`src/verilog/boot_loader_pkg.sv`:
```
// Shared loader types and constants; 32-bit target addresses only, BurstBeats must stay >= 2
`default_nettype none

package boot_loader_pkg;

  typedef logic [31:0] word_t;
  typedef logic [31:0] addr_t;
  typedef logic [4:0] reg_off_t;
  typedef logic [30:0] exit_code_t;

  localparam int unsigned BurstBeats = 8;
  localparam int unsigned PollIdleCycles = 20;
  localparam word_t LaunchValue = 32'd2;

  typedef logic [$clog2(BurstBeats+1)-1:0] beat_cnt_t;

  // Host register map, byte offsets
  localparam reg_off_t RegSecAddr = 5'h00;
  localparam reg_off_t RegData = 5'h04;
  localparam reg_off_t RegFlush = 5'h08;
  localparam reg_off_t RegEntry = 5'h0C;
  localparam reg_off_t RegLaunch = 5'h10;
  localparam reg_off_t RegStatus = 5'h14;
  localparam reg_off_t RegExit = 5'h18;

  // AXI response codes
  localparam logic [1:0] RespOkay = 2'b00;
  localparam logic [1:0] RespSlvErr = 2'b10;

  // Target scratch words used for the launch handshake
  localparam addr_t TgtScratch0Addr = 32'h0300_0000;
  localparam addr_t TgtScratch2Addr = 32'h0300_0008;

  typedef enum logic [1:0] {
    OpBeat,
    OpEntry,
    OpLaunch,
    OpPoll
  } op_e;

  typedef struct packed {
    logic  valid;
    logic  we;
    addr_t addr;
    word_t wdata;
  } tgt_req_t;

  typedef struct packed {
    logic  valid;
    logic  err;
    word_t rdata;
  } tgt_rsp_t;

  typedef enum logic [2:0] {
    Idle,
    Drain,
    WrEntry,
    WrLaunch,
    PollWait,
    PollRead,
    Done
  } ctrl_state_e;

endpackage

`default_nettype wire

```
`src/verilog/beat_buffer.sv`:
```
// Beat FIFO of depth BurstBeats; pushing when full or popping when empty is not guarded
`timescale 1ns/10ps
`default_nettype none

module beat_buffer (
  input  logic                       clk,
  input  logic                       rst_i,
  input  logic                       push_i,
  input  boot_loader_pkg::word_t     push_data_i,
  input  logic                       pop_i,
  output boot_loader_pkg::word_t     head_o,
  output boot_loader_pkg::beat_cnt_t count_o,
  output logic                       full_o,
  output logic                       empty_o
);
  import boot_loader_pkg::*;

  localparam int unsigned PtrW = $clog2(BurstBeats);

  word_t mem_q [BurstBeats];
  logic [PtrW-1:0] wr_ptr_q;
  logic [PtrW-1:0] rd_ptr_q;

  assign head_o = mem_q[rd_ptr_q];
  assign full_o = (count_o == beat_cnt_t'(BurstBeats));
  assign empty_o = (count_o == '0);

  always_ff @(posedge clk) begin
    if (push_i) begin
      mem_q[wr_ptr_q] <= push_data_i;
    end
  end

  // Pointers wrap at the depth, which need not be a power of two
  always_ff @(posedge clk) begin
    if (rst_i) begin
      wr_ptr_q <= '0;
      rd_ptr_q <= '0;
      count_o <= '0;
    end else begin
      if (push_i) begin
        wr_ptr_q <= (wr_ptr_q == PtrW'(BurstBeats - 1)) ? '0 : wr_ptr_q + 1'b1;
      end
      if (pop_i) begin
        rd_ptr_q <= (rd_ptr_q == PtrW'(BurstBeats - 1)) ? '0 : rd_ptr_q + 1'b1;
      end
      count_o <= count_o + beat_cnt_t'(push_i) - beat_cnt_t'(pop_i);
    end
  end

endmodule

`default_nettype wire

```
`src/verilog/boot_loader_top.sv`:
```
// Boot loader top; host side is AXI4-Lite, target side a single-outstanding valid/ready bus
`timescale 1ns/10ps
`default_nettype none

module boot_loader_top (
  input  logic                      clk,
  input  logic                      rst_i,
  input  logic                      s_awvalid_i,
  output logic                      s_awready_o,
  input  boot_loader_pkg::reg_off_t s_awaddr_i,
  input  logic                      s_wvalid_i,
  output logic                      s_wready_o,
  input  boot_loader_pkg::word_t    s_wdata_i,
  output logic                      s_bvalid_o,
  input  logic                      s_bready_i,
  output logic [1:0]                s_bresp_o,
  input  logic                      s_arvalid_i,
  output logic                      s_arready_o,
  input  boot_loader_pkg::reg_off_t s_araddr_i,
  output logic                      s_rvalid_o,
  input  logic                      s_rready_i,
  output boot_loader_pkg::word_t    s_rdata_o,
  output logic [1:0]                s_rresp_o,
  output boot_loader_pkg::tgt_req_t tgt_req_o,
  input  logic                      tgt_req_ready_i,
  input  boot_loader_pkg::tgt_rsp_t tgt_rsp_i
);
  import boot_loader_pkg::*;

  logic beat_push;
  word_t beat_data;
  logic buf_full;
  logic buf_empty;
  beat_cnt_t beat_count;
  word_t head;
  logic sec_addr_load;
  addr_t sec_addr;
  word_t entry;
  logic flush_req;
  logic launch_req;
  logic pop;
  logic op_valid;
  op_e op;
  logic op_done;
  logic op_err;
  word_t rdata;
  logic poll_start;
  logic poll_due;
  logic eoc;
  exit_code_t exit_code;
  logic busy;
  logic done;
  logic error;

  loader_regs loader_regs_inst (
    .clk             (clk),
    .rst_i           (rst_i),
    .s_awvalid_i     (s_awvalid_i),
    .s_awready_o     (s_awready_o),
    .s_awaddr_i      (s_awaddr_i),
    .s_wvalid_i      (s_wvalid_i),
    .s_wready_o      (s_wready_o),
    .s_wdata_i       (s_wdata_i),
    .s_bvalid_o      (s_bvalid_o),
    .s_bready_i      (s_bready_i),
    .s_bresp_o       (s_bresp_o),
    .s_arvalid_i     (s_arvalid_i),
    .s_arready_o     (s_arready_o),
    .s_araddr_i      (s_araddr_i),
    .s_rvalid_o      (s_rvalid_o),
    .s_rready_i      (s_rready_i),
    .s_rdata_o       (s_rdata_o),
    .s_rresp_o       (s_rresp_o),
    .buf_full_i      (buf_full),
    .beat_push_o     (beat_push),
    .beat_data_o     (beat_data),
    .sec_addr_load_o (sec_addr_load),
    .sec_addr_o      (sec_addr),
    .entry_o         (entry),
    .flush_req_o     (flush_req),
    .launch_req_o    (launch_req),
    .busy_i          (busy),
    .done_i          (done),
    .error_i         (error),
    .exit_code_i     (exit_code)
  );

  beat_buffer beat_buffer_inst (
    .clk         (clk),
    .rst_i       (rst_i),
    .push_i      (beat_push),
    .push_data_i (beat_data),
    .pop_i       (pop),
    .head_o      (head),
    .count_o     (beat_count),
    .full_o      (buf_full),
    .empty_o     (buf_empty)
  );

  loader_ctrl loader_ctrl_inst (
    .clk          (clk),
    .rst_i        (rst_i),
    .flush_req_i  (flush_req),
    .launch_req_i (launch_req),
    .count_i      (beat_count),
    .empty_i      (buf_empty),
    .pop_o        (pop),
    .op_valid_o   (op_valid),
    .op_o         (op),
    .op_done_i    (op_done),
    .op_err_i     (op_err),
    .poll_start_o (poll_start),
    .poll_due_i   (poll_due),
    .eoc_i        (eoc),
    .busy_o       (busy),
    .done_o       (done),
    .error_o      (error)
  );

  target_bus_master target_bus_master_inst (
    .clk             (clk),
    .rst_i           (rst_i),
    .sec_addr_load_i (sec_addr_load),
    .sec_addr_i      (sec_addr),
    .op_valid_i      (op_valid),
    .op_i            (op),
    .beat_i          (head),
    .entry_i         (entry),
    .tgt_req_o       (tgt_req_o),
    .tgt_req_ready_i (tgt_req_ready_i),
    .tgt_rsp_i       (tgt_rsp_i),
    .op_done_o       (op_done),
    .op_err_o        (op_err),
    .rdata_o         (rdata)
  );

  eoc_poller eoc_poller_inst (
    .clk          (clk),
    .rst_i        (rst_i),
    .poll_start_i (poll_start),
    .rd_valid_i   (op_done),
    .rdata_i      (rdata),
    .poll_due_o   (poll_due),
    .eoc_o        (eoc),
    .exit_code_o  (exit_code)
  );

endmodule

`default_nettype wire

```
`src/verilog/eoc_poller.sv`:
```
// Poll timer and completion capture; every response overwrites the flag and the exit code
`timescale 1ns/10ps
`default_nettype none

module eoc_poller (
  input  logic                        clk,
  input  logic                        rst_i,
  input  logic                        poll_start_i,
  input  logic                        rd_valid_i,
  input  boot_loader_pkg::word_t      rdata_i,
  output logic                        poll_due_o,
  output logic                        eoc_o,
  output boot_loader_pkg::exit_code_t exit_code_o
);
  import boot_loader_pkg::*;

  localparam int unsigned CntW = $clog2(PollIdleCycles);

  logic running_q;
  logic [CntW-1:0] cnt_q;

  // Due exactly PollIdleCycles cycles after the start pulse
  assign poll_due_o = running_q && (cnt_q == '0);

  always_ff @(posedge clk) begin
    if (rst_i) begin
      running_q <= 1'b0;
      cnt_q <= '0;
      eoc_o <= 1'b0;
      exit_code_o <= '0;
    end else begin
      if (poll_start_i) begin
        running_q <= 1'b1;
        cnt_q <= CntW'(PollIdleCycles - 1);
      end else if (poll_due_o) begin
        running_q <= 1'b0;
      end else if (running_q) begin
        cnt_q <= cnt_q - 1'b1;
      end
      // Bit 0 flags completion, the rest is the exit code
      if (rd_valid_i) begin
        eoc_o <= rdata_i[0];
        exit_code_o <= rdata_i[31:1];
      end
    end
  end

endmodule

`default_nettype wire

```
`src/verilog/loader_ctrl.sv`:
```
// Loader sequencer; one operation in flight, and a drain runs until the buffer is empty
`timescale 1ns/10ps
`default_nettype none

module loader_ctrl (
  input  logic                       clk,
  input  logic                       rst_i,
  input  logic                       flush_req_i,
  input  logic                       launch_req_i,
  input  boot_loader_pkg::beat_cnt_t count_i,
  input  logic                       empty_i,
  output logic                       pop_o,
  output logic                       op_valid_o,
  output boot_loader_pkg::op_e       op_o,
  input  logic                       op_done_i,
  input  logic                       op_err_i,
  output logic                       poll_start_o,
  input  logic                       poll_due_i,
  input  logic                       eoc_i,
  output logic                       busy_o,
  output logic                       done_o,
  output logic                       error_o
);
  import boot_loader_pkg::*;

  ctrl_state_e state_q;
  logic pending_q;
  logic flush_pend_q;
  logic launch_pend_q;
  logic rest;

  assign rest = (state_q == Idle) || (state_q == Done);

  always_comb begin
    case (state_q)
      WrEntry:  op_o = OpEntry;
      WrLaunch: op_o = OpLaunch;
      PollRead: op_o = OpPoll;
      default:  op_o = OpBeat;
    endcase
  end

  assign op_valid_o = !pending_q && ((state_q == Drain) ? !empty_i :
                      (state_q == WrEntry) || (state_q == WrLaunch) || (state_q == PollRead));
  assign pop_o = (state_q == Drain) && op_done_i;
  // Timer restarts after the launch write and after every poll that read back
  assign poll_start_o = op_done_i && !op_err_i &&
                        ((state_q == WrLaunch) || (state_q == PollRead));

  // Pending commands count as busy so the host never reads a stale idle
  assign busy_o = !rest || !empty_i || flush_pend_q || launch_pend_q;
  assign done_o = (state_q == Done);

  always_ff @(posedge clk) begin
    if (rst_i) begin
      state_q <= Idle;
      pending_q <= 1'b0;
      flush_pend_q <= 1'b0;
      launch_pend_q <= 1'b0;
      error_o <= 1'b0;
    end else begin
      if (op_valid_o) begin
        pending_q <= 1'b1;
      end else if (op_done_i) begin
        pending_q <= 1'b0;
      end
      if (flush_req_i) begin
        flush_pend_q <= 1'b1;
      end else if (rest) begin
        flush_pend_q <= 1'b0;
      end
      if (launch_req_i) begin
        launch_pend_q <= 1'b1;
      end
      // Any error response ends the run
      if (op_done_i && op_err_i) begin
        state_q <= Done;
        error_o <= 1'b1;
      end else begin
        case (state_q)
          Idle, Done: begin
            if (count_i == beat_cnt_t'(BurstBeats) || (flush_pend_q && !empty_i)) begin
              state_q <= Drain;
              error_o <= 1'b0;
            end else if (launch_pend_q && empty_i) begin
              state_q <= WrEntry;
              launch_pend_q <= 1'b0;
              error_o <= 1'b0;
            end
          end
          Drain: begin
            if (!pending_q && empty_i) begin
              state_q <= Idle;
            end
          end
          WrEntry: begin
            if (op_done_i) begin
              state_q <= WrLaunch;
            end
          end
          WrLaunch, PollRead: begin
            if (op_done_i) begin
              state_q <= PollWait;
            end
          end
          PollWait: begin
            if (eoc_i) begin
              state_q <= Done;
            end else if (poll_due_i) begin
              state_q <= PollRead;
            end
          end
          default: state_q <= Idle;
        endcase
      end
    end
  end

endmodule

`default_nettype wire

```
`src/verilog/loader_regs.sv`:
```
// AXI4-Lite host registers; full 32-bit accesses only, strobes and prot are not supported
`timescale 1ns/10ps
`default_nettype none

module loader_regs (
  input  logic                        clk,
  input  logic                        rst_i,
  input  logic                        s_awvalid_i,
  output logic                        s_awready_o,
  input  boot_loader_pkg::reg_off_t   s_awaddr_i,
  input  logic                        s_wvalid_i,
  output logic                        s_wready_o,
  input  boot_loader_pkg::word_t      s_wdata_i,
  output logic                        s_bvalid_o,
  input  logic                        s_bready_i,
  output logic [1:0]                  s_bresp_o,
  input  logic                        s_arvalid_i,
  output logic                        s_arready_o,
  input  boot_loader_pkg::reg_off_t   s_araddr_i,
  output logic                        s_rvalid_o,
  input  logic                        s_rready_i,
  output boot_loader_pkg::word_t      s_rdata_o,
  output logic [1:0]                  s_rresp_o,
  input  logic                        buf_full_i,
  output logic                        beat_push_o,
  output boot_loader_pkg::word_t      beat_data_o,
  output logic                        sec_addr_load_o,
  output boot_loader_pkg::addr_t      sec_addr_o,
  output boot_loader_pkg::word_t      entry_o,
  output logic                        flush_req_o,
  output logic                        launch_req_o,
  input  logic                        busy_i,
  input  logic                        done_i,
  input  logic                        error_i,
  input  boot_loader_pkg::exit_code_t exit_code_i
);
  import boot_loader_pkg::*;

  logic wr_block;
  logic wr_acc;
  logic rd_acc;

  // Back-pressure: data writes wait while the buffer is full
  assign wr_block = (s_awaddr_i == RegData) && buf_full_i;
  assign wr_acc = s_awvalid_i && s_wvalid_i && !s_bvalid_o && !wr_block;
  assign rd_acc = s_arvalid_i && !s_rvalid_o;

  assign s_awready_o = wr_acc;
  assign s_wready_o = wr_acc;
  assign s_arready_o = !s_rvalid_o;

  assign beat_push_o = wr_acc && (s_awaddr_i == RegData);
  assign beat_data_o = s_wdata_i;

  // Handshake flags and one-cycle command pulses
  always_ff @(posedge clk) begin
    if (rst_i) begin
      s_bvalid_o <= 1'b0;
      s_rvalid_o <= 1'b0;
      sec_addr_load_o <= 1'b0;
      flush_req_o <= 1'b0;
      launch_req_o <= 1'b0;
    end else begin
      sec_addr_load_o <= 1'b0;
      flush_req_o <= 1'b0;
      launch_req_o <= 1'b0;
      if (s_bvalid_o && s_bready_i) begin
        s_bvalid_o <= 1'b0;
      end
      if (s_rvalid_o && s_rready_i) begin
        s_rvalid_o <= 1'b0;
      end
      if (wr_acc) begin
        s_bvalid_o <= 1'b1;
        case (s_awaddr_i)
          RegSecAddr: sec_addr_load_o <= 1'b1;
          RegFlush:   flush_req_o <= 1'b1;
          // A launch during a run is dropped
          RegLaunch:  launch_req_o <= !busy_i;
          default: ;
        endcase
      end
      if (rd_acc) begin
        s_rvalid_o <= 1'b1;
      end
    end
  end

  // Register contents and response payload
  always_ff @(posedge clk) begin
    if (wr_acc) begin
      s_bresp_o <= RespOkay;
      case (s_awaddr_i)
        RegSecAddr: sec_addr_o <= s_wdata_i;
        RegEntry:   entry_o <= s_wdata_i;
        RegData, RegFlush, RegLaunch: ;
        default:    s_bresp_o <= RespSlvErr;
      endcase
    end
    if (rd_acc) begin
      s_rresp_o <= RespOkay;
      case (s_araddr_i)
        RegSecAddr: s_rdata_o <= sec_addr_o;
        RegEntry:   s_rdata_o <= entry_o;
        RegStatus:  s_rdata_o <= {29'd0, error_i, done_i, busy_i};
        RegExit:    s_rdata_o <= {1'b0, exit_code_i};
        RegData, RegFlush, RegLaunch: s_rdata_o <= '0;
        default: begin
          s_rdata_o <= '0;
          s_rresp_o <= RespSlvErr;
        end
      endcase
    end
  end

endmodule

`default_nettype wire

```
`src/verilog/target_bus_master.sv`:
```
// Target bus master; one request outstanding, and a response must come at least a cycle after ready
`timescale 1ns/10ps
`default_nettype none

module target_bus_master (
  input  logic                      clk,
  input  logic                      rst_i,
  input  logic                      sec_addr_load_i,
  input  boot_loader_pkg::addr_t    sec_addr_i,
  input  logic                      op_valid_i,
  input  boot_loader_pkg::op_e      op_i,
  input  boot_loader_pkg::word_t    beat_i,
  input  boot_loader_pkg::word_t    entry_i,
  output boot_loader_pkg::tgt_req_t tgt_req_o,
  input  logic                      tgt_req_ready_i,
  input  boot_loader_pkg::tgt_rsp_t tgt_rsp_i,
  output logic                      op_done_o,
  output logic                      op_err_o,
  output boot_loader_pkg::word_t    rdata_o
);
  import boot_loader_pkg::*;

  logic req_valid_q;
  logic wait_rsp_q;
  logic we_q;
  addr_t addr_q;
  word_t wdata_q;
  addr_t sec_cnt_q;
  logic issue;

  assign issue = op_valid_i && !req_valid_q && !wait_rsp_q;

  assign tgt_req_o = '{valid: req_valid_q, we: we_q, addr: addr_q, wdata: wdata_q};

  assign op_done_o = wait_rsp_q && tgt_rsp_i.valid;
  assign op_err_o = tgt_rsp_i.err;
  // Writes return zero so the poller never sees stale read data
  assign rdata_o = we_q ? '0 : tgt_rsp_i.rdata;

  always_ff @(posedge clk) begin
    if (rst_i) begin
      req_valid_q <= 1'b0;
      wait_rsp_q <= 1'b0;
    end else if (issue) begin
      req_valid_q <= 1'b1;
    end else if (req_valid_q && tgt_req_ready_i) begin
      req_valid_q <= 1'b0;
      wait_rsp_q <= 1'b1;
    end else if (op_done_o) begin
      wait_rsp_q <= 1'b0;
    end
  end

  // Request payload and section address counter
  always_ff @(posedge clk) begin
    if (sec_addr_load_i) begin
      sec_cnt_q <= sec_addr_i;
    end
    if (issue) begin
      we_q <= (op_i != OpPoll);
      case (op_i)
        OpBeat: begin
          addr_q <= sec_cnt_q;
          wdata_q <= beat_i;
          sec_cnt_q <= sec_cnt_q + 32'd4;
        end
        OpEntry: begin
          addr_q <= TgtScratch0Addr;
          wdata_q <= entry_i;
        end
        OpLaunch: begin
          addr_q <= TgtScratch2Addr;
          wdata_q <= LaunchValue;
        end
        default: begin
          addr_q <= TgtScratch2Addr;
          wdata_q <= '0;
        end
      endcase
    end
  end

endmodule

`default_nettype wire

```
`config.mk`:
```
export PLATFORM = sky130hd
export DESIGN_NAME = boot_loader_top
export DESIGN_NICKNAME = d
export VERILOG_FILES = /design/src/verilog/boot_loader_pkg.sv /design/src/verilog/beat_buffer.sv /design/src/verilog/boot_loader_top.sv /design/src/verilog/eoc_poller.sv /design/src/verilog/loader_ctrl.sv /design/src/verilog/loader_regs.sv /design/src/verilog/target_bus_master.sv
export SDC_FILE = /design/constraint.sdc
export NUM_CORES = 1
export LEC_CHECK = 0
export BUFFER_PORTS_ARGS = -buffer_cell sky130_fd_sc_hd__buf_4
export CAP_MARGIN = 20
export CORE_ASPECT_RATIO = 0.5
export CORE_UTILIZATION = 31
export DETAILED_ROUTE_END_ITERATION = 12
export GPL_TIMING_DRIVEN = 0
export HOLD_SLACK_MARGIN = 0.08
export PLACE_DENSITY = 0.57
export SLEW_MARGIN = 25
export SYNTH_ARGS = -nofsm -noshare
export SYNTH_HDL_FRONTEND = slang
export SYNTH_SLANG_ARGS = --single-unit
```
`constraint.sdc`:
```
create_clock -name clk -period 4.51 [get_ports clk]
set_input_delay 0.6765 -clock clk [delete_from_list [all_inputs] [get_ports clk]]
set_output_delay 0.6765 -clock clk [all_outputs]
set_load 0.05 [all_outputs]
```
* Yosys cells after proc, flatten, opt, wreduce, memory -nomap -nowiden
Memories as Yosys holds them, arrays and structs flattened. A register that Yosys moved wholly into a read port is not among the register bits.
Index checks and enable logic that the tools add are counted.
Widths: inputs -> output; s select.
** Cells by class
- Mux-type cells :: 53
- Reductions and logical operators :: 71
- Bitwise operators :: 4
- $add $sub $neg :: 6
- Equality and inequality tests :: 33
** Operators with widths (count)
- $mux 32 :: 4
- $pmux 32 s4 :: 1
- $pmux 32 s3 :: 1
- $pmux 32 s2 :: 1
- $mux 3 :: 12
- $add 32x3->32 const B :: 1
- $mux 1 :: 27
- $logic_and 1x1->1 :: 21
- $eq 5x4->1 const B :: 4
- $eq 5x5->1 const B :: 4
- $reduce_bool 2->1 :: 9
- $eq 3x3->1 const B :: 5
- $logic_not 5->1 :: 3
- $mux 5 :: 3
- $pmux 3 s5 :: 1
- $reduce_and 2->1 :: 6
- $eq 5x3->1 const B :: 2
- $logic_not 1->1 :: 10
- $reduce_and 5->1 :: 2
- $reduce_or 2->1 :: 5
- $ne 3x1->1 const B :: 3
- $logic_or 1x1->1 :: 8
- $ne 4x1->1 const B :: 2
- $reduce_or 7->1 :: 1
- 22 further kinds :: 31
** Word-level totals
- Flip-flop bits (word level) :: 259
- RAM bits :: 256
- Word-level logic and storage cells :: 198
- Output and inout port bits :: 107
- Input bits :: 84
- Memories kept :: 1
** Memories
- beat_buffer_inst.mem_q :: words 8, width 32, read ports 1, clocked after memory_dff 1, write ports 1, RTL line beat_buffer.sv:20 : word_t mem_q [BurstBeats];

* Logic depth before layout (Yosys ltp)
Gate-level depths: netlist of run 1.
- Depth after elaboration :: 9
- Gate-level depth with buffers :: 12
- Mapped depth without buffers :: 12

* Cells and area by module
Synthesis of run 1 repeated with hierarchy kept, for this count alone.
** Second synthesis, totals
- Cells, all modules :: 1354
- Area total of the unflattened synthesis :: 21262.9 um^2
** By module, submodules not included
- beat_buffer :: area an instance 10430.0 um^2, cells an instance 444, seq. area each 7947.6 um^2, instances 1
- target_bus_master :: area an instance 4718.3 um^2, cells an instance 449, seq. area each 2652.5 um^2, instances 1
- loader_regs :: area an instance 4161.5 um^2, cells an instance 251, seq. area each 3042.9 um^2, instances 1
- eoc_poller :: area an instance 1417.6 um^2, cells an instance 138, seq. area each 760.7 um^2, instances 1
- loader_ctrl :: area an instance 535.5 um^2, cells an instance 72, seq. area each 140.1 um^2, instances 1

* Worst setup path before layout of run 1
OpenSTA, ideal clock, no wires.
- Kind :: in2reg
- Start :: in s_awaddr_i[1]
- End :: mem beat_buffer_inst.mem_q[4][0] (netlist name), enable pin
- Stages :: 5
- Required time :: 4049 ps
- Data arrival time :: 3870 ps
- Library setup time :: 461 ps
- Path buffers :: 0
- Slack :: 179 ps
- Cells stage by stage :: nor2_1 nand3_1 nor3_1 nand2_1 nor3_1
** On the way
- Word-level cells in the longest chain between the ends :: 7
** Ends and longest elaborated chain
- start: declaration :: RTL line boot_loader_top.sv:10 : input boot_loader_pkg::reg_off_t s_awaddr_i,
- $eq 5x3->1 * :: RTL line loader_regs.sv:44, loader_regs.sv:52
- $logic_and 1x1->1 :: RTL line loader_regs.sv:44 : assign wr_block = (s_awaddr_i == RegData) && buf_full_i;
- $logic_not 1->1 :: RTL line loader_regs.sv:45 : assign wr_acc = s_awvalid_i && s_wvalid_i && !s_bvalid_o && !wr_block;
- $logic_and 1x1->1 :: RTL line loader_regs.sv:45
- $logic_and 1x1->1 * :: RTL line loader_regs.sv:52 : assign beat_push_o = wr_acc && (s_awaddr_i == RegData);
- $mux 1 * :: RTL line beat_buffer.sv:29 : if (push_i) begin
- $mux 1 (not written as such) * :: RTL line beat_buffer.sv:30 : mem_q[wr_ptr_q] <= push_data_i;
- end: declaration :: RTL line beat_buffer.sv:20
Mark *: on every way between the ends. The rest lies on a longest branch, timed or not.

* Worst setup path in the final report of run 1
- Start :: reg beat_buffer_inst.count_o[2]
- End :: mem beat_buffer_inst.mem_q[0][16] (netlist name), enable pin
** On the way
- Word-level cells in the longest chain between the ends :: 7
** Ends and longest elaborated chain
- start: declaration :: RTL line beat_buffer.sv:12 : output boot_loader_pkg::beat_cnt_t count_o,
- start signal: assignment :: RTL line beat_buffer.sv:47 : count_o <= count_o + beat_cnt_t'(push_i) - beat_cnt_t'(pop_i);
- $eq 4x4->1 :: RTL line beat_buffer.sv:25 : assign full_o = (count_o == beat_cnt_t'(BurstBeats));
- $logic_and 1x1->1 :: RTL line loader_regs.sv:44
- $logic_not 1->1 :: RTL line loader_regs.sv:45
- $logic_and 1x1->1 :: RTL line loader_regs.sv:45
- $logic_and 1x1->1 :: RTL line loader_regs.sv:52
- $mux 1 :: RTL line beat_buffer.sv:29
- $mux 1 (not written as such) :: RTL line beat_buffer.sv:30
No other way between the ends.

==> flow_summary.json, run 1 <==
{
  "outcome": "finished, violations left",
  "violations": "DRC",
  "clockPowerShare_pct": 38.6,
  "grt_max_degree": 34,
  "synth-simple-area-share_pct": 8.59,
  "vias": 12500,
  "ys_types": 73,
  "setup_viol_count_final": 0,
  "vdd_drop_max_uv": 241,
  "fin_area_um2": 25000,
  "gp_congestion": 0.872,
  "r2r-end": "beat_buffer_inst.mem_q[0][16]$_DFFE_PP_",
  "syn2layout_area_growth_pct": 22.9,
  "initial_core_util_pct": 31.4,
  "clockBufferDepth": 3,
  "crit_fanout": 7,
  "synthAdderAreaFrac_pct": 0.897,
  "grtUsageTotal_pct": 16.3,
  "hold_violations": 0,
  "rsz0062_at_grt": "false",
  "antenna_found_initial": 2,
  "hold_depth": 2,
  "clock-skew-final_ps": 24.2,
  "synth-compound-area-share_pct": 6.87,
  "cp_num_buf_inv": 4,
  "yosys-top-cells-area": "edfxtp_1 (62%), dfxtp_1 (9.3%), mux4_2 (7.1%), nand2_1 (1.8%), mux2i_1 (1.8%)",
  "rows": 66,
  "synth_cells": 1317,
  "min_to": "loader_regs_inst.s_rvalid_o$_SDFFE_PP0P_",
  "synth_warnings": 0,
  "vias_per_cell": 4.97,
  "synth_mux_area_share_pct": 8.95,
  "grt_pass1_vias": 12400,
  "ys_ff_latch": 516,
  "die_w_um": 365,
  "maxCapViolCount": 0,
  "period_minus_slack_ps": 3340,
  "pre_cts_ws_ps": 891,
  "syn_area_um2": 20400,
  "fin_ws_ps": 1170,
  "hold_path.class": "in2reg",
  "die_area_um2": 66800,
  "synth_area_per_cell_um2": 15.5,
  "ff2ff_path_depth": 9,
  "hold_ws_ps": 270,
  "synth_ff_type": "edfxtp_1",
  "relSlewSlack_pct": 37.9,
  "io_pins": 191,
  "slowest_stage": "nor3_2",
  "slowest_delay_ps": 690,
  "fin_crit_sh_pct": 74.2,
  "slew_viol_final": 0,
  "p_int_mw": 8.10,
  "pwr_density_cell_nw_per_um2": 435,
  "die_h_um": 183,
  "cts.repair.resized": 0,
  "cellLeakagePower_nw": 8.50,
  "first_iter_violations": 1248,
  "required_ps": 4800,
  "sw_frac_of_total_pct": 25.6,
  "layout_commonest_cell": "edfxtp_1",
  "htreeDepth": 2,
  "r2r_start": "beat_buffer_inst.count_o[2]$_SDFF_PP0_",
  "cp-start-kind": "flop",
  "drcViolationCount": 2,
  "grt_overflow_total": 0,
  "grt_first_pass_wirelength_mm": 80.6,
  "end_kind": "flop",
  "fmax_mhz": 299,
  "synth_top_family_by_area": "multiplexers",
  "post_cts_buffers": 0,
  "cts_sinks": 516,
  "synth_top_area_cell": "edfxtp_1",
  "final_cell_mix": "edfxtp_1 (421), buf_4 (208), nand2_1 (99)",
  "synth_top_area_share_pct": 62.0,
  "crit_chain": "inv_1 > ha_1 > nor3b_1 > nor3_2 > nand2b_1 > nor3_2 > buf_6 > buf_6 > buf_4",
  "coreArea_um2": 65000,
  "drt_first_pass_iters": 10,
  "r2r_slack_ps": 1170,
  "synthXorXnorAreaFrac_pct": 0.344,
  "cts_made_buffers": 51,
  "final_layout_size_suffix_gt1_share_pct": 25.1,
  "arrival_ps": 3630,
  "final_nets": 1684,
  "hpwl_mm": 39.9,
  "insertion_delay_ps": 600,
  "port_buffers": 187,
  "async_flop_share_pct": 0,
  "p_switching_mw": 2.79,
  "critPathTopFamily": "simple AND/OR/NAND/NOR gates",
  "drt-total-wl_mm": 55.3,
  "seq_area_frac_synth_pct": 71.4,
  "tightest_slew_ps": 932,
  "detail-route-antenna-nets": 0,
  "dpl_cell_area_um2": 23400,
  "worst-setup-path-type": "reg2reg",
  "cts.clk_slew.worst_paths_ps": 70,
  "combPwrFrac_pct": 10.8,
  "hp-start": "s_rready_i",
  "cts_hold_buf": 0,
  "cts_tree": "done",
  "synth-edff-count": 421,
  "wl_per_cell_um": 22.0,
  "cts_root_buf": "clkbuf_16",
  "p_seq_share_pct": 50.6
}
synthesized netlist by cell type (all sizes together) (3+ instances only):
cell,n
nand3b,33
nor4,8
nor3,16
mux2i,37
a211oi,11
nor3b,5
a31oi,3
nand2b,10
and3,33
o22ai,8
inv,53
a222oi,29
mux4,64
nor4b,4
edfxtp,421
and4,4
nand2,101
clkbuf,47
xnor2,6
nand4,9
nor2,63
dfxtp,95
o21ai,53
o31ai,6
nand3,21
and4b,3
o221a,5
ha,13
nor2b,8
buf,34
a21oi,70
and2,4
o211ai,3
a311oi,4
cell type report:
cell class,instances,area [um^2]
Clock buffer,67,1370
Timing Repair Buffer,215,1830
Clock inverter,25,273
Buffer,81,395
Sequential cell,516,14500
Tap cell,884,1110
Antenna cell,1,2.50
Multi-Input combinational cell,668,5320
Inverter,53,206
Fill cell,6069,39900
per-layer routing:
| layer | global-route usage [%] | share of wire [%] | up-vias |
|---|---|---|---|
| met5 | 0 | 0 | - |
| met4 | 3.58 | 1.6 | 0 |
| met3 | 2.56 | 6.7 | 58 |
| met2 | 27.5 | 49 | 411 |
| met1 | 22.2 | 42 | 6338 |
| li1 | - | - | 5672 |
worst max-delay path by stage:
stage | from | end | slack [ps] | cells after the start
after floorplan | s_awaddr_i[1] | beat_buffer_inst.mem_q[4][0]$_DFFE_PP_ | 180 | 5
after global placement | s_awaddr_i[1] | beat_buffer_inst.mem_q[4][17]$_DFFE_PP_ | -2980 | 6
after detailed placement | s_awaddr_i[1] | beat_buffer_inst.mem_q[0][16]$_DFFE_PP_ | 890 | 9
after CTS | beat_buffer_inst.count_o[2]$_SDFF_PP0_ | beat_buffer_inst.mem_q[0][16]$_DFFE_PP_ | 1120 | 9
after global routing | beat_buffer_inst.count_o[2]$_SDFF_PP0_ | beat_buffer_inst.mem_q[0][16]$_DFFE_PP_ | 970 | 9
final | beat_buffer_inst.count_o[2]$_SDFF_PP0_ | beat_buffer_inst.mem_q[0][16]$_DFFE_PP_ | 1170 | 9
power by group through the flow:
| stage | Combinational [mW] | Clock [mW] | Sequential, mW |
|---|---|---|---|
| floorplan | 0.350 | 0 | 5.95 |
| global placement | 1.15 | 0 | 5.63 |
| detailed placement | 1.18 | 0 | 5.62 |
| CTS | 1.19 | 4.29 | 5.52 |
| global route | 1.25 | 4.47 | 5.53 |
| finish | 1.18 | 4.20 | 5.51 |
cell families (layout without fill, tap and decap cells):
group	after synthesis	in the layout
compound gates	211	211
xor+xnor	8	8
fa+ha+maj	14	14
buf+inv	134	441
flops	516	516
mux	102	102
other cells	1	3
simple gates	331	331
state kept, by name, indices dropped and copies added (netlist names), 4 cells and up, named ones only:
register,flops
beat_buffer_inst.mem_q,256
loader_regs_inst.entry_o,32
loader_regs_inst.s_rdata_o,32
loader_regs_inst.sec_addr_o,32
target_bus_master_inst.addr_q,32
target_bus_master_inst.sec_cnt_q,32
target_bus_master_inst.wdata_q,32
eoc_poller_inst.exit_code_o,31
eoc_poller_inst.cnt_q,5
beat_buffer_inst.count_o,4
through the flow:
stage,power (mW),setup TNS (ps),std cells,utilization (%)
final,10.9,0,2510,38.5
after global routing,11.3,0,2509,38.5
after CTS,11.0,0,2509,38.5
after detailed placement,6.80,0,2417,36.0
after global placement,6.79,-449710,2389,35.2
after floorplan,6.30,0,1318,-
worst register-to-register path: cells and delay by family (launching register included):
kind,cells,cell delay [ps]
fa+ha+maj,1,230
simple gates,4,1890
flops,1,310
buf+inv,4,600
Note: power is estimated with default switching activity, not from simulation.
==> run 2: changes to the inputs <==
--- a/config.mk
+++ b/config.mk
@@ -12,7 +12,7 @@
 export DETAILED_ROUTE_END_ITERATION = 12
 export GPL_TIMING_DRIVEN = 0
 export HOLD_SLACK_MARGIN = 0.08
-export PLACE_DENSITY = 0.57
+export PLACE_DENSITY = 0.55
 export SLEW_MARGIN = 25
 export SYNTH_ARGS = -nofsm -noshare
 export SYNTH_HDL_FRONTEND = slang
==> constraint.sdc (replaced) <==
create_clock -name clk -period 3.3 [get_ports clk]
set_input_delay 0.495 -clock clk [delete_from_list [all_inputs] [get_ports clk]]
set_output_delay 0.495 -clock clk [all_outputs]
set_load 0.05 [all_outputs]
==> run 2 against run 1 <==
Net effect:
- the flow now finishes without violations
- combinational power increased by 39%
- sequential power grew 36%
- sequential share of layout area decreased by 0.30 points
- via count grew 0.54%
- critical path depth unchanged
- critical path type unchanged
==> flow_summary.json, run 2 (synthesized netlist as in run 1, its figures left out) <==
{
  "outcome": "completed",
  "grt_overflow_total": 0,
  "layout_commonest_cell": "edfxtp_1",
  "hp-start": "s_awaddr_i[4]",
  "hold_path.class": "in2reg",
  "die_w_um": 365,
  "pwr_density_cell_nw_per_um2": 603,
  "vdd_drop_max_uv": 307,
  "first_iter_violations": 1252,
  "vias_per_cell": 5.00,
  "hold_violations": 0,
  "fmax_mhz": 331,
  "coreArea_um2": 65000,
  "drt-total-wl_mm": 55.9,
  "htreeDepth": 2,
  "rsz0062_at_grt": "false",
  "final_cell_mix": "edfxtp_1 (421), buf_4 (195), nand2_1 (99)",
  "slowest_delay_ps": 490,
  "cts_root_buf": "clkbuf_16",
  "final_nets": 1678,
  "grt_max_degree": 43,
  "grt_pass1_vias": 12300,
  "pre_cts_ws_ps": -44.3,
  "initial_core_util_pct": 31.4,
  "regMostFlops": "beat_buffer_inst.mem_q",
  "insertion_delay_ps": 590,
  "cts.clk_slew.worst_paths_ps": 60,
  "clockBufferDepth": 3,
  "required_ps": 3590,
  "grtUsageTotal_pct": 16.5,
  "r2r_start": "beat_buffer_inst.count_o[2]$_SDFF_PP0_",
  "vias": 12500,
  "wl_per_cell_um": 22.3,
  "maxCapViolCount": 0,
  "cp-start-kind": "flop",
  "relSlewSlack_pct": 35.4,
  "cellLeakagePower_nw": 8.53,
  "drt_first_pass_iters": 6,
  "grt_first_pass_wirelength_mm": 81.1,
  "cp_num_buf_inv": 4,
  "slew_viol_final": 0,
  "tightest_slew_ps": 968,
  "worst-setup-path-type": "reg2reg",
  "io_pins": 191,
  "met2_usage_pct": 27.1,
  "die_area_um2": 66800,
  "clock-skew-final_ps": 15.3,
  "crit_chain": "inv_1 > ha_1 > nor3b_1 > nor3_4 > nand2b_1 > nor3_4 > buf_8 > buf_8 > buf_8",
  "slowest_stage": "nor3_4",
  "grtUsageMet1_pct": 22.7,
  "fin_crit_sh_pct": 91.4,
  "rows": 66,
  "post_cts_buffers": 0,
  "largest_reg_flops": 256,
  "port_buffers": 187,
  "end_kind": "flop",
  "r2r_slack_ps": 280,
  "period_minus_slack_ps": 3020,
  "cts_sinks": 516,
  "die_h_um": 183,
  "gr-usage-met3_pct": 2.53,
  "antenna_found_initial": 4,
  "cts_tree": "done",
  "crit_fanout": 10,
  "arrival_ps": 3310,
  "cts_made_buffers": 50,
  "crit_start": "beat_buffer_inst.count_o[2]$_SDFF_PP0_",
  "syn2layout_area_growth_pct": 23.5,
  "gp_congestion": 0.882,
  "fin_ws_ps": 283,
  "hpwl_mm": 40.3,
  "critPathTopFamily": "simple AND/OR/NAND/NOR gates",
  "final_layout_size_suffix_gt1_share_pct": 24.9,
  "cp_common_cell": "buf_8",
  "grt_busiest_layer": "met2",
  "setup_viol_count_final": 0,
  "drcViolationCount": 0,
  "detail-route-antenna-nets": 0,
  "power_mw": 15.2
}
## run 2: cell count changes in the layout (fill, tap and decap cells not counted), sizes merged
cell	change
buf	-6
clkinv	+5
diode	+1
clkbuf	-6
clkinvlp	-2
dlygate4sd3	+1
bufinv	+5
inv	-1
## run 2: final timing paths
check        cells after the start                                          end
min                              2  loader_regs_inst.sec_addr_load_o$_SDFF_PP0_
min reg2reg                      2   loader_ctrl_inst.flush_pend_q$_SDFFE_PP0P_
max reg2reg                      9      beat_buffer_inst.mem_q[0][11]$_DFFE_PP_
max                              9      beat_buffer_inst.mem_q[0][11]$_DFFE_PP_
## run 2: per-stage QoR
stage	cell area (um^2)	utilization, %	TNS [ps]	cells	hold WS, ps
finish	25200	38.7	0	2507	116
CTS	25200	38.7	0	2505	98.1
global placement	22900	35.2	-631900	2389	416
detailed placement	23400	36.1	-345	2411	437
floorplan	20400	-	-9360	1318	413
global route	25200	38.7	0	2506	108
## run 2: layout make-up
cell class / instances / area, um^2
Multi-Input combinational cell: 668 / 5330
Tap cell: 884 / 1110
Timing Repair Buffer: 210 / 1870
Buffer: 81 / 395
Fill cell: 6043 / 39800
Sequential cell: 516 / 14500
Clock buffer: 61 / 1290
Antenna cell: 2 / 5.00
Inverter: 53 / 206
Clock inverter: 32 / 415
## run 2: report_power, final
group / leakage (nW) / internal, mW / switching [mW]
Combinational: 3.09 / 0.458 / 1.18
Sequential: 4.60 / 7.36 / 0.162
Clock: 0.834 / 3.51 / 2.49
Total: 8.53 / 11.3 / 3.83
## run 2: what timing repair did
action	CTS	global route
endpoints found under the hold margin	1	0
resized for setup	0	1
endpoints found under the setup margin	0	64
hold buffers	1	0
## run 2: per-layer routing
layer	vias to the layer above	wire [um]
li1	5663	-
met1	6374	24200
met2	418	26900
met3	89	3460
met4	2	1360
met5	-	9
